`src/rtl/noc_pkg.sv`:
```
package noc_pkg;

  // Router input port sizing.
  localparam int vc_count      = 4;
  localparam int fifo_depth    = 4;
  localparam int payload_width = 32;

  localparam int vc_id_width      = $clog2(vc_count);
  localparam int fifo_ptr_width   = $clog2(fifo_depth);
  localparam int fifo_count_width = $clog2(fifo_depth + 1);

  typedef logic [vc_id_width-1:0]      vc_id_t;
  typedef logic [payload_width-1:0]    payload_t;
  typedef logic [vc_count-1:0]         vc_mask_t;
  typedef logic [fifo_ptr_width-1:0]   fifo_ptr_t;
  typedef logic [fifo_count_width-1:0] fifo_count_t;

  // Single is a head and a tail in one flit.
  typedef enum logic [1:0] {
    flit_head   = 2'd0,
    flit_body   = 2'd1,
    flit_tail   = 2'd2,
    flit_single = 2'd3
  } flit_kind_t;

  typedef struct packed {
    flit_kind_t kind;
    vc_id_t     vc;
    payload_t   payload;
  } flit_t;

  typedef enum logic {
    arb_idle = 1'b0,
    arb_busy = 1'b1
  } arb_state_t;

  // Opens a packet.
  function automatic logic is_head(flit_kind_t kind);
    return (kind == flit_head) || (kind == flit_single);
  endfunction

  // Closes a packet.
  function automatic logic is_tail(flit_kind_t kind);
    return (kind == flit_tail) || (kind == flit_single);
  endfunction

endpackage
```
`src/rtl/vc_selector.sv`:
```
`timescale 1ns/1ps

module vc_selector (
  input  logic           clk,
  input  logic           reset,
  input  logic           in_valid,
  input  noc_pkg::flit_t in_flit,
  output logic           in_ready,
  output logic           out_valid,
  output noc_pkg::flit_t out_flit,
  input  logic           out_ready
);
  import noc_pkg::*;

  vc_mask_t fifo_in_valid;
  vc_mask_t fifo_in_ready;
  vc_mask_t fifo_valid;
  vc_mask_t fifo_ready;
  flit_t    fifo_flit [vc_count];

  // Channel number picks the write side.
  always_comb begin
    fifo_in_valid = '0;
    fifo_in_valid[in_flit.vc] = in_valid;
  end

  // A full channel stalls the whole link.
  assign in_ready = fifo_in_ready[in_flit.vc];

  for (genvar i = 0; i < vc_count; i++) begin : g_fifo
    flit_fifo u_fifo (
      .clk       (clk),
      .reset     (reset),
      .in_valid  (fifo_in_valid[i]),
      .in_flit   (in_flit),
      .in_ready  (fifo_in_ready[i]),
      .out_valid (fifo_valid[i]),
      .out_flit  (fifo_flit[i]),
      .out_ready (fifo_ready[i])
    );
  end

  vc_output_arbiter u_arbiter (
    .clk        (clk),
    .reset      (reset),
    .fifo_valid (fifo_valid),
    .fifo_flit  (fifo_flit),
    .fifo_ready (fifo_ready),
    .out_valid  (out_valid),
    .out_flit   (out_flit),
    .out_ready  (out_ready)
  );

endmodule

```
`src/rtl/vc_output_arbiter.sv`:
```
`timescale 1ns/1ps

module vc_output_arbiter (
  input  logic              clk,
  input  logic              reset,
  input  noc_pkg::vc_mask_t fifo_valid,
  input  noc_pkg::flit_t    fifo_flit [noc_pkg::vc_count],
  output noc_pkg::vc_mask_t fifo_ready,
  output logic              out_valid,
  output noc_pkg::flit_t    out_flit,
  input  logic              out_ready
);
  import noc_pkg::*;

  arb_state_t state;
  vc_mask_t   grant;
  vc_id_t     grant_vc;
  vc_id_t     last_vc;

  vc_mask_t   request;
  logic       pick_valid;
  vc_id_t     pick_vc;
  vc_mask_t   pick_mask;
  logic       tail_done;

  // A channel asks for the link only with a head at its front.
  always_comb begin
    for (int i = 0; i < vc_count; i++) begin
      request[i] = fifo_valid[i] && is_head(fifo_flit[i].kind);
    end
  end

  // Round robin, starting just after the last granted channel.
  always_comb begin
    vc_id_t cand;
    pick_valid = 1'b0;
    pick_vc    = last_vc;
    for (int off = 1; off <= vc_count; off++) begin
      cand = vc_id_t'((int'(last_vc) + off) % vc_count);
      if (!pick_valid && request[cand]) begin
        pick_valid = 1'b1;
        pick_vc    = cand;
      end
    end
  end

  always_comb begin
    pick_mask = '0;
    if (pick_valid) begin
      pick_mask[pick_vc] = 1'b1;
    end
  end

  // Granted channel straight through to the link.
  assign out_valid  = (state == arb_busy) && |(fifo_valid & grant);
  assign fifo_ready = (state == arb_busy) ? (grant & {vc_count{out_ready}}) : '0;

  always_comb begin
    out_flit = '0;
    for (int i = 0; i < vc_count; i++) begin
      if (grant[i]) begin
        out_flit = fifo_flit[i];
      end
    end
  end

  assign tail_done = out_valid && out_ready && is_tail(out_flit.kind);

  always_ff @(posedge clk) begin
    if (reset) begin
      state    <= arb_idle;
      grant    <= '0;
      grant_vc <= '0;
      // Channel 0 wins first.
      last_vc  <= vc_id_t'(vc_count - 1);
    end else begin
      case (state)
        arb_idle: begin
          if (pick_valid) begin
            state    <= arb_busy;
            grant    <= pick_mask;
            grant_vc <= pick_vc;
          end
        end
        arb_busy: begin
          // Hold until the tail leaves.
          if (tail_done) begin
            state   <= arb_idle;
            grant   <= '0;
            last_vc <= grant_vc;
          end
        end
        default: begin
          state <= arb_idle;
          grant <= '0;
        end
      endcase
    end
  end

endmodule

```
`src/rtl/flit_fifo.sv`:
```
`timescale 1ns/1ps

module flit_fifo (
  input  logic           clk,
  input  logic           reset,
  input  logic           in_valid,
  input  noc_pkg::flit_t in_flit,
  output logic           in_ready,
  output logic           out_valid,
  output noc_pkg::flit_t out_flit,
  input  logic           out_ready
);
  import noc_pkg::*;

  flit_t       mem [fifo_depth];
  fifo_ptr_t   wr_ptr;
  fifo_ptr_t   rd_ptr;
  fifo_count_t count;

  logic wr_fire;
  logic rd_fire;

  // Ready is not-full, so a write into a full FIFO waits even on a read.
  assign in_ready  = (count < fifo_count_t'(fifo_depth));
  assign out_valid = (count != '0);
  assign out_flit  = mem[rd_ptr];

  assign wr_fire = in_valid && in_ready;
  assign rd_fire = out_valid && out_ready;

  function automatic fifo_ptr_t next_ptr(fifo_ptr_t ptr);
    if (ptr == fifo_ptr_t'(fifo_depth - 1)) begin
      return '0;
    end
    return ptr + fifo_ptr_t'(1);
  endfunction

  always_ff @(posedge clk) begin
    if (wr_fire) begin
      mem[wr_ptr] <= in_flit;
    end
  end

  always_ff @(posedge clk) begin
    if (reset) begin
      wr_ptr <= '0;
    end else if (wr_fire) begin
      wr_ptr <= next_ptr(wr_ptr);
    end
  end

  always_ff @(posedge clk) begin
    if (reset) begin
      rd_ptr <= '0;
    end else if (rd_fire) begin
      rd_ptr <= next_ptr(rd_ptr);
    end
  end

  // Occupancy.
  always_ff @(posedge clk) begin
    if (reset) begin
      count <= '0;
    end else begin
      case ({wr_fire, rd_fire})
        2'b10: begin
          count <= count + fifo_count_t'(1);
        end
        2'b01: begin
          count <= count - fifo_count_t'(1);
        end
        default: begin
          count <= count;
        end
      endcase
    end
  end

endmodule

```
`config.mk`:
```
export PLATFORM = sky130hd
export DESIGN_NAME = vc_selector
export DESIGN_NICKNAME = d
export VERILOG_FILES = /design/src/rtl/noc_pkg.sv /design/src/rtl/vc_selector.sv /design/src/rtl/vc_output_arbiter.sv /design/src/rtl/flit_fifo.sv
export SDC_FILE = /design/constraint.sdc
export NUM_CORES = 1
export LEC_CHECK = 0
export ABC_AREA = 1
export BUFFER_PORTS_ARGS = -buffer_cell sky130_fd_sc_hd__buf_2
export CAP_MARGIN = 30
export CORE_MARGIN = 5
export CORE_UTILIZATION = 36
export CTS_CLUSTER_SIZE = 12
export DETAILED_ROUTE_END_ITERATION = 8
export SYNTH_ARGS = -nofsm -noshare
export SYNTH_HDL_FRONTEND = slang
export SYNTH_SLANG_ARGS = --single-unit
```
`constraint.sdc`:
```
create_clock -name clk -period 2.5 [get_ports clk]
set_clock_uncertainty 0.05 [all_clocks]
set_input_delay 0.375 -clock clk [delete_from_list [all_inputs] [get_ports clk]]
set_output_delay 0.375 -clock clk [all_outputs]
set_load 0.05 [all_outputs]
```
; ---- Yosys cells after proc, flatten, opt, wreduce, memory -nomap -nowiden
; Memory sizes are Yosys's and may differ from the RTL's. A register that Yosys moved wholly into a read port is not among the register bits.
; Index checks and enable logic that the tools add are counted.
; Widths: inputs -> output; s select.
[word_totals]
output_inout_bits = 38
mem_bits_rw = 576
elab_cells = 217
inputBits = 40
n_memories = 4
register_bits = 37
[op_classes]
order_cmp = 12
bitwise = 4
n_addsub = 20
n_reduce_logical = 44
eq_ne = 24
n_mux = 93
[mem_list]
columns = memory, depth, word_bits, rd, rd_ports_with_merged_regs, wr, line
row1 = g_fifo[0].u_fifo.mem, 4, 36, 1, 1, 1, flit_fifo.sv:15  ; flit_t mem [fifo_depth];
row2 = g_fifo[1].u_fifo.mem, 4, 36, 1, 1, 1, flit_fifo.sv:15
row3 = g_fifo[2].u_fifo.mem, 4, 36, 1, 1, 1, flit_fifo.sv:15
row4 = g_fifo[3].u_fifo.mem, 4, 36, 1, 1, 1, flit_fifo.sv:15
[ops]
columns = cell, n
row1 = $mux 36, 4
row2 = $mux 2, 28
row3 = $mux 1, 45
row4 = $eq 2x2->1 const B, 18
row5 = $pmux 3 s2, 4
row6 = $add 2x1->2 const B, 10
row7 = $logic_and 1x1->1, 20
row8 = $lt 2x3->1 const B, 6
row9 = $add 3x1->3 const B, 4
row10 = $and 4x4->4, 3
row11 = $lt 3x3->1 const B, 4
row12 = $mux 4, 3
row13 = $reduce_bool 3->1, 4
row14 = $sub 3x1->3 const B, 4
row15 = $bmux 1 s2, 5
row16 = $eq 2x1->1 const B, 4
row17 = $logic_not 2->1, 4
row18 = $pmux 4 s2, 1
row19 = $reduce_bool 2->1, 4
row20 = $reduce_and 2->1, 3
row21 = $logic_or 1x1->1, 5
row22 = $add 2x2->2 const B, 2
row23 = $demux 1 s2, 2
row24 = $ge 2x1->1 const B, 2
row25 = other kinds (6), 8

; ---- Logic depth before layout (Yosys ltp)
; Gate-level depths: netlist of the first run.
[depth]
depth_word = 21
ltp_mapped = 19

; ---- Cells and area by module
; A second synthesis of the first run with hierarchy kept.
[hier_totals]
hier_cells = 1961
area_unflattened_um2 = 25165.4
[modules_own_cells]
columns = mod, area_each_um2, cells_each, seq_area_each_um2, instances
row1 = flit_fifo, 5849.4, 413, 4504.3, 4
row2 = vc_output_arbiter, 1702.9, 293, 180.2, 1
row3 = vc_selector, 65.1, 16, 0.0, 1

; ---- Worst setup path before layout of the first run
; No wires, ideal clock.
[synth_path]
path_kind = flip-flop to output port
startpoint = register with a tool-made name
endpoint = output out_flit[29] in the netlist's numbering
arrival_time_ps = 2448
stages_incl_launch_ff = 8
required_time_ps = 2075
n_path_buf = 3
setup_slack_ps = -373
path_cell_list = dfxtp_1 buf_6 clkbuf_1 clkbuf_1 o21ai_0 o21ai_0 a221oi_1 o21ai_0
[synth_lines]
columns = item, line
row1 = end: declaration, vc_selector.sv:10  ; output noc_pkg::flit_t out_flit,

==> results.md, run 1 <==
- Sorting the synthesized cells by area gives the leading types as edfxtp_1 (69%), o21ai_0 (6.6%), nand2_1 (4.6%).
- The max-slew violation total from the final report is 0.
- The share of synthesized area in the top cell type comes to just under 70%.
- The met1 track utilization from global routing is between 20% and 30%.
- The number of hold-slack violations in the final timing report is 0.
- The initialized floorplan defines 96 standard-cell rows.
- The post-route netlist has ~22% of its cells at a drive strength greater than 1.
- Hold is met by 0.0856 ns.
- The signal arrival time at the worst endpoint is ~2.3 ns.
- The count of port buffers added during placement is 77.
- Of all flip-flops after synthesis, the portion carrying an async set or reset was 0%.
- The worst hold path belongs to the class in -> reg.
- The global placer's final weighted congestion is between 0.8 and 0.9.
- Summed over all instances, the cell type with the most area after synthesis is edfxtp_1.
- Dividing total power by cell area gives a power density of 689 nW/um^2.
- The number of placed instances, taps included, is roughly 3000.
- The run finished, with violations left.
- The number of failing setup endpoints in the final timing report is 36.
- The summed instance area of the synthesized netlist is 25000 sq um.
- For this run, the leading register cell type out of synthesis is edfxtp_1.
- The average wire per standard cell is ~22 um.
- The core footprint is a little under 70000 sq um.
- Counting flops with a built-in enable in the synthesized netlist gives 576.
- met2 is the most crowded layer.
- The clock-pin transition on the worst setup and hold timing paths is 0.06 ns.
- The worst IR drop on VDD is around 0.52 mV.
- After detailed routing, the number of remaining DRC violations is 0.
- The total overflow left after global routing is 0.
- The gate count after technology mapping is 2011.
- The static power due to leakage is 10.7 nW.
- The design draws 21.1 mW.
- At the pin with the least slew margin, the transition time is 0.595 ns.
- TritonCTS built the clock tree.
- For met2 alone, demand over resource in global routing was approximately a third.
- Global routing consumed, over all layers together, 18.4% of the routing resources.
- The most common cell in the synthesized netlist is edfxtp_1.
- The worst slew margin relative to its limit is just over 60%.
- In the final design database the tool counted 2222 nets.
- The width of the die is between 200 and 300 um.
- After layout, the worst setup slack is -0.217 ns.
- The largest net degree at the start of global routing is 48.
- Prior to clock tree synthesis, the placed netlist has a worst setup slack of between 0.005 and 0.006 ns.
- The overall die area is approximately 75000 sq um.
- The worst-skew pair later-pin latency is 0.63 ns.
- The count of nets left with antenna violations once routing finished came out at 0.
- The final reports fail on setup timing.
- Clock tree synthesis selected as its root buffer the cell clkbuf_16.
- The CTS buffer count is 60.
- The average instance area after synthesis is 12.4 sq um.
- The largest single stage delay on the critical path is between 0.4 and 0.5 ns.
- The tree built by TritonCTS fans out to slightly above 600 sinks.
- Walking the worst path, the cells encountered are inv_8 > buf_12 > buf_16 > o21ai_1 > o22ai_1 > a221oi_2 > o21ai_1 > buf_4 > buf_6.
- In the routed layout, each cell is associated on average with a via count of between 5 and 6.
- Detailed placement finished with a half-perimeter wire length of between 30000 and 40000 um.
- The initial antenna violation count is 4.
- The clock passes through at most 3 buffers.
- Counting every net in the synthesized netlist gives 2079.
- Excluding fillers, the count of instances in the completed layout stands at between 3000 and 4000.
- The height of the die is around 270 um.
- The via count of the first global-routing pass is 16606.
- The peak fanout along the critical path is 12.
- Setup repair after global routing could not meet its margin everywhere.
- Adding up every negative setup slack in the final design gives -5.35 ns.
- The number of vias in the routed layout is about 17000.
- The worst path uses 109% of the clock period.
- The count of distinct cell types in the synthesized netlist is 40.
- The largest individual stage delay along the critical path comes from the cell dfxtp_4.
- The first global-routing pass estimated 104000 um of wire.
- After synthesis, flip-flops and latches occupy between 70 and 80% of the total area.
- The area growth from synthesis to layout is 22.3%.
- The nature of the critical path startpoint is a flip-flop.
- The clock period minus worst slack is around 2.7 ns.
- By count the netlist is led by edfxtp_1 (576), o21ai_0 (331), nand2_1 (305).
- For this run, global-route usage on met3 was measured as approximately 2.6%.
- The critical path data required time is approximately 2.1 ns.
- The critical path class is reg -> out.
- The number of maximum-capacitance constraint violations is 0.
- The first detailed-routing pass took 7 iterations.
- Based on the critical path, the design can be clocked at up to 0.368 GHz.
- After the first detailed-routing iteration, the DRC count stood at 1448.
- In this run, synthesis produced a sequential element count of 621.
- The kind of end point of the critical path is a primary output.
- The total wirelength of the detailed-routed design is roughly 70000 um.
- The number of top-level pins is 78.
- The warning count from the yosys run is 0.
- The effective utilization at floorplan is between 30 and 40%.
- Among the stages of the critical path, the cell type that occurs most often is o21ai_1.
- The H-tree depth is 2.
- Fill cells in the final layout number ~6000.
final cells by class:
type                    instances  area, sq um  share of cell area [%]
flip-flops and latches        621        18200                    59.5
well taps                     931         1160                    3.81
diodes                          1         2.50                 0.00818
repair inverters                1         6.26                  0.0204
clock buffers                  75         1610                    5.26
clock inverters                11         87.6                   0.286
repair buffers                196         2300                    7.50
multi-input cells            1200         6910                    22.6
inverters                      74          317                    1.03
final timing paths:
path                                                 from  slack [ns]                           to  depth (start not counted)
worst max register to register                  flip-flop        0.06           u_arbiter.grant[2]                         18
worst min-delay path                          in_flit[31]        0.09  g_fifo[2].u_fifo.mem[1][31]                          1
worst max-delay path                            flip-flop       -0.22                  out_flit[2]                          9
worst min register to register  g_fifo[1].u_fifo.count[0]        0.42    g_fifo[1].u_fifo.count[0]                          1
power breakdown:
group,internal (mW),leakage (nW),switching (mW)
sequential,11.5,5.57,0.0423
combinational,0.416,4.31,0.986
clock,4.47,0.829,3.68
cell families after synthesis:
group	after synthesis	share of synthesized area (%)
AO/OA/AOI/OAI	546	12.5
XOR/XNOR	1	0.0350
adder cells (fa/ha/maj)	28	1.52
buffers and inverters	190	3.09
flip-flops	621	72.7
AND/OR/NAND/NOR	625	10.2
state kept, by name (all words and copies together) (netlist names), named ones only:
register and flops:
g_fifo.u_fifo.count 12, g_fifo.u_fifo.mem 576, g_fifo.u_fifo.rd_ptr 8, g_fifo.u_fifo.wr_ptr 8, u_arbiter.grant 4, u_arbiter.grant_vc 2, u_arbiter.last_vc 2, u_arbiter.state 1
layer usage:
metal	part of all wire, %	vias to the layer above
li1	-	7604
met1	42	8434
met2	49	590
met3	5.9	130
met4	2.8	2
met5	0.010	-
worst max-delay path: cells and delay by family, from the launching register on:
| kind | cells | cell delay (ns) |
|---|---|---|
| buffers and inverters | 5 | 0.70 |
| AOI/OAI and AO/OA | 4 | 0.54 |
| DFF | 1 | 0.42 |
per-stage QoR:
stage	area (sq um)	util (%)
after floorplan	25100	-
after CTS	30400	44.2
after global placement	27300	39.6
after global routing	30600	44.5
after detailed placement	27300	39.6
final	30600	44.5
timing repair:
item	4_1_cts	5_1_grt
endpoints found under the hold margin	1	0
hold buffers	1	0
setup endpoints to repair	37	43
gates cloned	13	0
pin swaps	79	43
gates resized for setup	334	49
buffers inserted	12	2
placed cells by master, fill, tap and decap left out, types with 4 or more instances in the layout:
master and count:
edfxtp_1 576, fa_1 4, ha_1 24, dfxtp_2 5, buf_6 48, a221o_1 8, nor2_4 19, dfxtp_1 36
o22ai_2 27, nand2_2 18, buf_16 12, dfxtp_4 4, buf_4 53, clkbuf_16 61, a32o_1 8, o21ai_2 47
o211a_1 4, buf_12 34, nand2_1 300, nor3_1 5, a21oi_1 53, a221oi_2 30, o21ai_1 59, clkbuf_1 11
inv_2 4, nand3_1 31, nor2_2 18, o21ai_4 8, inv_1 63, o21ai_0 220, a211oi_1 5, buf_2 40
clkinv_1 6, o22ai_1 69, nor2_1 213, nand3_2 13, buf_8 7
Power figures use the tool's default switching activity.
==> run 2: changes to the inputs <==
--- a/config.mk
+++ b/config.mk
@@ -12,6 +12,7 @@
 export CORE_UTILIZATION = 36
 export CTS_CLUSTER_SIZE = 12
 export DETAILED_ROUTE_END_ITERATION = 8
+export RECOVER_POWER = 25
 export SYNTH_ARGS = -nofsm -noshare
 export SYNTH_HDL_FRONTEND = slang
 export SYNTH_SLANG_ARGS = --single-unit
==> run 2 against run 1 <==
Against the previous run:
- the flow still finishes with violations (setup timing)
- sequential power barely moved
- sequential share of layout area increased by 0.059 points
- via count up 0.43%
- global-route usage unchanged
- sequential cell count stayed put
- register-to-register slack about the same
- fmax rose by 0.32%
- non-clock buffer count is the same
- critical path depth stayed put
- worst hold slack gained 0.011 ns
- die area is the same
- combinational power is essentially flat
- critical path type unchanged
==> results.md, run 2 (synthesis gave the netlist of run 1 again) <==
- The area of the multi-input gates is 6910 sq um.
- The maximum clock path buffer count is 3.
- After layout, the worst path uses 108% of the clock period.
- Entering global routing, the biggest net connects between 40 and 50 pins.
- Among the stages of the critical path, the cell type that occurs most often is o21ai_1.
- The number of rows in the core area is between 90 and 100.
- The worst reg2reg path depth is 18.
- The initial utilization of the core area, before any placement, comes to 36.4%.
- The flow ran to the end, but the final reports show violations.
- The master cell of the clock root buffer is clkbuf_16.
- The clock-pin transition on the worst setup and hold timing paths is 0.06 ns.
- The number of antenna diodes in the final layout is 0.
- For this run, the post-layout net count is around 2200.
- The power density of the placed cells is 689 nW/um^2.
- The largest registers in the layout are g_fifo.u_fifo.mem (576), g_fifo.u_fifo.count (12).
- Overall power consumption after layout is estimated at 21.1 mW.
- The kind of end point of the critical path is a primary output.
- In the layout the commonest cells are edfxtp_1 (576), nand2_1 (300), o21ai_0 (220).
- The maximum single-stage delay on the critical path is around 0.42 ns.
- The count of nets left with antenna violations once routing finished came out at 0.
- The number of vias in the routed layout is around 17000.
- The share of total power dissipated in sequential elements is about 55%.
- Global routing used a little under a third of the available met2 tracks.
- The die is around 270 um tall.
- Summed over all layers, the routed wires come to 69900 um.
- The number of flip-flops in the largest register is between 500 and 600.
- The remaining routing DRC violations is 0.
- The initial antenna violation count was 4.
- Across the run, the number of max-cap violations was 0.
- The count of fill cells added during filler insertion is 6045.
- Internal power comes to between 15 and 20 mW.
- The power dissipated by switching net loads is around 4.7 mW.
- The worst min-delay path endpoint is g_fifo[3].u_fifo.mem[2][25].
- The endpoint identified for the worst register-to-register timing path is u_arbiter.grant[2].
- After the first detailed-routing iteration, the DRC count stood at 1485.
- The via count of the first global-routing pass is about 17000.
- The core region is around 69000 sq um.
- The number of hold-slack violations in the final timing report is 0.
- The CTS buffer count is 60.
- The number of clock sinks is about 620.
- The worst-case setup margin in the final layout is -0.208 ns.
- Measured against its own limit, the worst slew margin works out to 52.4%.
- Global routing consumed, over all layers together, between 10% and 20% of the routing resources.
- The worst hold path begins at in_flit[25].
- In the final layout, flip-flops and latches occupy 18200 sq um.
- The share of total power dissipated in the clock network is 38.7%.
- The count of port buffers added during placement is between 70 and 80.
- The nature of the critical path startpoint is a flip-flop.
- The leading cell type in the layout, fill and taps excluded is edfxtp_1.
- The width of the die is 274 um.
- During I/O placement, the number of pins put on the boundary was a little under 80.
- The number of cells on the worst hold path is 1.
- The first global-routing pass estimated around 100000 um of wire.
- The area growth from synthesis to layout is 22.2%.
- The net switching fraction of the power is between 20 and 25%.
- The register-to-register path setup slack is roughly 0.060 ns.
- At the worst endpoint, the required time is roughly 2.1 ns.
- The fraction of power consumed by combinational cells is around 6.6%.
- In the global route stage, met3 resource usage came out at approximately 2.6%.
- Setup repair after global routing could not meet its margin everywhere.
- The largest individual stage delay along the critical path comes from the cell dfxtp_4.
- The average wire per standard cell is 22.5 um.
- Setup violations remaining at the end of the flow were counted as 36.
- The number of buffers and inverters on the critical path is 5.
- The final reports fail on setup timing.
- The path class of the lowest-slack min-delay path is in -> reg.
- The busiest layer in global routing is met2.
- The critical path is of the reg -> out type.
- Cells with a size suffix above 1 make up 20.7% of the layout.
- The worst hold-check slack is approximately 0.097 ns.
- After global routing the overflow that remains totals 0.
- Summed over all nets, the half-perimeter wirelength after detailed placement is 38400 um.
- The static power due to leakage is between 10 and 15 nW.
- The met1 track utilization from global routing is between 20% and 30%.
- The max-slew violation total from the final report came to 0.
- TritonCTS built the clock tree.
- The signal on the critical path passes through inv_8 > buf_12 > buf_16 > o21ai_1 > o22ai_1 > a221oi_2 > o21ai_1 > buf_4 > buf_6.
- The detailed-routing iteration count for the pre-antenna-repair pass is 6.
- The average via count per standard cell is between 5 and 6.
- Along the worst path, the maximum fanout reaches 12.
- The worst-skew pair later-pin latency is 0.63 ns.
- Derived from the worst setup path, the maximum achievable clock frequency is between 0.3 and 0.4 GHz.
- After layout, the minimum clock period comes to between 2 and 3 ns.
- The family of cells with the greatest summed delay on the critical path is buffers and inverters.
- Across the VDD grid, the largest voltage drop is about 0.52 mV.
- Ranked by flip-flop count, first place goes to g_fifo.u_fifo.mem.
- STA puts the critical path data arrival time at 2.28 ns.
- The floorplan step defined a die boundary enclosing 74900 sq um.
- The congestion estimate from routability-driven global placement came to 0.815.
- The clock tree synthesis step divided the H-tree into 2 levels.
- For the pin with the worst max-slew slack, the measured transition is just over 0.7 ns.
run 2: changes by cell type in the layout (fill, tap and decap cells not counted), sizes merged:
cell and delta:
buf -22, diode -1, clkbuf +22
run 2: cell type report:
cell class	instances	area share, %
flip-flops and latches	621	59.6
clock inverters	11	0.286
clock buffers	75	5.26
repair inverters	1	0.0205
multi-input cells	1200	22.6
well taps	931	3.81
inverters	74	1.04
repair buffers	196	7.42
run 2: how the worst max path moves through the flow:
stage,endpoint,cells after the start
global route,out_flit[6],9
floorplan,g_fifo[1].u_fifo.mem[0][0],4
CTS,out_flit[30],9
detailed placement,out_flit[8],8
finish,out_flit[2],9
global placement,out_flit[8],8
run 2: metal layers:
layer / routed length (um) / share of wire, %
met5: 7 / 0.010
met3: 4450 / 6.4
met4: 2030 / 2.9
met1: 28900 / 41
met2: 34500 / 49
run 2: stage by stage:
stage / setup slack, ns / cell area (sq um) / instances / util (%) / setup TNS, ns
detailed placement: 0.00570 / 27300 / 2995 / 39.6 / 0
CTS: -0.241 / 30400 / 3107 / 44.2 / -6.71
floorplan: -0.212 / 25100 / 2011 / - / -102.73
global route: -0.297 / 30600 / 3109 / 44.4 / -8.73
global placement: -0.0251 / 27300 / 2995 / 39.6 / -0.0251
finish: -0.208 / 30600 / 3109 / 44.4 / -5.32
run 2: timing repair:
| action | 4_1_cts | 5_1_grt |
|---|---|---|
| resized for setup | 334 | 49 |
| pin swaps | 79 | 43 |
| endpoints found under the setup margin | 37 | 43 |
| buffers inserted | 12 | 2 |
| hold buffers | 1 | 0 |
| endpoints found under the hold margin | 1 | 0 |
| gates cloned | 13 | 0 |
run 2: power groups by stage:
stage	Combinational [mW]	Clock, mW	Sequential [mW]
final	1.39	8.15	11.5
after global routing	1.49	8.71	11.5
after CTS	1.40	8.30	11.5
after floorplan	0.684	0	11.7
after global placement	1.20	0	11.7
after detailed placement	1.22	0	11.7
run 2: worst reg2reg max path: stages, from the launching register on:
cell and delay [ns]:
dfxtp_4 0.42, inv_8 0.08, buf_8 0.14, buf_12 0.14, nand2_1 0.09, nand3_2 0.07
nand2_2 0.10, nand2_1 0.05, nand2_1 0.14, nand3_2 0.14, nand3_4 0.13, nand2_4 0.09
nand2_1 0.09, nand2_1 0.06, nand2_1 0.08, nand2_2 0.09, nor2_4 0.14, nand2_1 0.08
a21oi_1 0.16
==> run 3: changes to the inputs <==
==> constraint.sdc (replaced) <==
create_clock -name clk -period 2.5 [get_ports clk]
set_clock_uncertainty 0.05 [all_clocks]
set_input_delay 0.125 -clock clk [delete_from_list [all_inputs] [get_ports clk]]
set_output_delay 0.125 -clock clk [all_outputs]
set_load 0.05 [all_outputs]
==> run 3 against run 2 <==
Against the previous run:
- the run now ends clean
- core utilization fell by 0.29 points
- final area fell by 0.66%
- total power rose by 2.3%
- sequential cell count did not move
- critical path type unchanged
==> results.md, run 3 (synthesis gave the netlist of run 1 again) <==
- Global routing finished with a remaining overflow of 0.
- The number of rows in the core area is 96.
- The worst register-to-register path begins at u_arbiter.state.
- The analysis attributes to net switching a power of around 4.7 mW.
- The number of top-level pins is between 70 and 80.
- In the layout the commonest cells are edfxtp_1 (576), nand2_1 (304), o21ai_0 (275).
- The power density of the placed cells is about 700 nW/um^2.
- For this block, the routed nets add up to 65500 um of wire.
- The maximum clock path buffer count is 3.
- The register with the most flip-flops in the layout has roughly 580 of them.
- The layout cell share with drive strength beyond 1 is between 10% and 20%.
- For the worst setup path, the data arrival time is 2.31 ns.
- The wire-length estimate of the detail-placed layout is 36800 um.
- In this run the number of cells on the critical path is 7.
- During placement, the flow inserted port buffers numbering 77.
- The achievable frequency is 0.403 GHz.
- The total negative setup slack is 0 ns.
- Together, buffers and inverters on the worst path number 3.
- Setup repair after global routing could not meet its margin everywhere.
- The worst min-delay path endpoint is g_fifo[1].u_fifo.wr_ptr[1].
- The critical register-to-register path endpoint is g_fifo[3].u_fifo.count[2].
- The register ranked first by flip-flop count is g_fifo.u_fifo.mem.
- The area of all placed cells without fillers is 30400 sq um.
- The clock drives 621 sinks.
- The congestion estimate from routability-driven global placement came to approximately 0.82.
- Across the run, the number of max-cap violations was 0.
- The die is approximately 270 um wide.
- Compared with the post-synthesis result, the final layout area differs by 21.4%.
- The worst-skew pair later-pin latency is around 0.62 ns.
- Dividing the detail-routed via count by the number of cells gives between 5 and 6.
- The initial antenna violation count is 2.
- The flow ran to the end, and the final reports show no timing, DRC or antenna violations.
- The combined global-route utilization of all metal layers is ~17%.
- Entering global routing, the biggest net connects between 50 and 60 pins.
- Measured against its own limit, the worst slew margin works out to between 40% and 50%.
- The overall die area is approximately 75000 sq um.
- The clock-pin transition on the worst setup and hold timing paths is around 0.060 ns.
- Setup violations remaining at the end of the flow were counted as 0.
- Measured along the y axis, the die boundary spans between 200 and 300 um.
- The static power due to leakage is between 10 and 15 nW.
- The average wire per standard cell is around 21 um.
- STA classifies the critical path endpoint as a primary output.
- The worst reg2reg path depth is 9.
- The TritonCTS clock tree is built.
- Buffers inserted during clock tree synthesis total 61.
- Of the total power, the share spent switching nets is a little over a fifth.
- The fraction of power consumed by sequential logic is ~54%.
- The launch point of the worst hold path is in_valid.
- The kind of cell with the highest combined delay along the critical path is compound AO/OA/AOI/OAI gates.
- The final cell count without fillers is about 3100.
- The instance area after placement is around 27000 sq um.
- The maximum single-stage delay on the critical path is 0.39 ns.
- The net count of the finished layout is about 2200.
- The wire length of the first global-routing pass is 97900 um.
- CTS placed an instance of clkbuf_16 at the clock tree root.
- The worst-case IR drop observed on VDD is between 0.5 and 0.6 mV.
- The worst setup path is launched from a flip-flop.
- The leading cell type in the layout, fill and taps excluded is edfxtp_1.
- The cell with the largest stage delay on the worst path is dfxtp_4.
- The total area inside the core boundary comes to just under 70000 sq um.
- The worst path needs approximately 2.5 ns of the cycle, external delays included.
- The max-slew violation total from the final report was 0.
- The number of vias in the routed layout is around 17000.
- Data on the critical path is required at its endpoint by between 2 and 2.5 ns.
- The largest registers in the layout are g_fifo.u_fifo.mem (576), g_fifo.u_fifo.count (12).
- The first routing iteration left 1240 violations.
- The measured slew at the worst slew-check pin is roughly 0.76 ns.
- The number of cells on the worst hold path is 6.
- The final design utilization is between 40% and 50%.
- In this run the worst hold path is classified as in -> reg.
- Of all nets on the critical path, the largest fanout is 24.
- The critical path class is reg -> out.
- The detail route stage leaves a number of antenna-violating nets equal to 0.
- The number of hold-slack violations in the final timing report was 0.
- The part of the total power dissipated in the clock network is 40.1%.
- The fraction of power consumed by combinational cells is 6.4%.
- Before antenna repair, the detailed router went through 5 iterations.
- The internal power of the cells totals approximately 17 mW.
- The remaining routing DRC violations is 0.
- The signal on the critical path passes through inv_6 > buf_8 > o21ai_0 > o22ai_1 > a221oi_2 > o21ai_2 > buf_4.
- The via count of the first global-routing pass is roughly 16000.
- The initial utilization of the core area, before any placement, comes to ~36%.
- Once placement completed, the tool counted placed cells totaling slightly below 3000.
- The H-tree generated during clock tree synthesis spans 2 levels.
- In the finished design, the share of the clock period the worst path needs comes to roughly 99%.
- The design draws 21.6 mW.
- For flop-to-flop paths, the worst setup slack is between 0.15 and 0.2 ns.
==> run 3: tightest hold or removal path, stage by stage <==
cell and delay (ns):
buf_2 0.11, inv_1 0.05, nor2_1 0.04, nand2_1 0.09, buf_4 0.20, a21oi_1 0.09
==> run 3: worst max path at each step <==
stage	from	to	slack, ns
floorplan	g_fifo[0].u_fifo.count[2]	g_fifo[0].u_fifo.mem[0][0]	-0.12
global placement	g_fifo[1].u_fifo.count[0]	g_fifo[1].u_fifo.count[2]	0.26
detailed placement	g_fifo[1].u_fifo.count[1]	g_fifo[1].u_fifo.count[2]	0.20
CTS	flip-flop	out_flit[32]	-0.07
global route	flip-flop	out_flit[33]	-0.11
finish	flip-flop	out_flit[33]	0.02
==> run 3: power by group through the flow <==
| stage | combinational, mW | sequential, mW | clock, mW |
|---|---|---|---|
| floorplan | 0.663 | 11.7 | 0 |
| global route | 1.49 | 11.5 | 9.31 |
| global placement | 1.14 | 11.7 | 0 |
| detailed placement | 1.16 | 11.7 | 0 |
| finish | 1.38 | 11.5 | 8.64 |
| CTS | 1.29 | 11.5 | 8.85 |
==> run 3: metrics by stage <==
step / hold slack (ns) / setup WS (ns)
after global placement: 0.394 / 0.257
after floorplan: 0.153 / -0.115
after CTS: 0.0530 / -0.0665
final: 0.0893 / 0.0179
after detailed placement: 0.394 / 0.196
after global routing: 0.112 / -0.110
==> run 3: metal layers <==
layer	vias to the layer above	track usage (%)	routed length (um)
li1	7604	-	-
met1	8317	22.4	28300
met2	525	28.7	32100
met3	106	2.43	3420
met4	0	5.34	1740
met5	-	0	0
==> run 3: layout make-up <==
class | instances | area [sq um]
Fill cell | 6114 | 38400
Multi-Input combinational cell | 1200 | 6790
Clock inverter | 8 | 125
Clock buffer | 95 | 1720
Timing Repair Buffer | 191 | 2050
Sequential cell | 621 | 18200
Antenna cell | 1 | 2.50
Inverter | 74 | 307
Tap cell | 931 | 1160
==> run 3: what timing repair did <==
action | CTS | global route
pin swaps | 8 | 31
buffers inserted | 2 | 3
gates cloned | 1 | 5
resized for setup | 109 | 154
hold buffers | 38 | 0
setup endpoints to repair | 37 | 41
hold endpoints to repair | 590 | 0
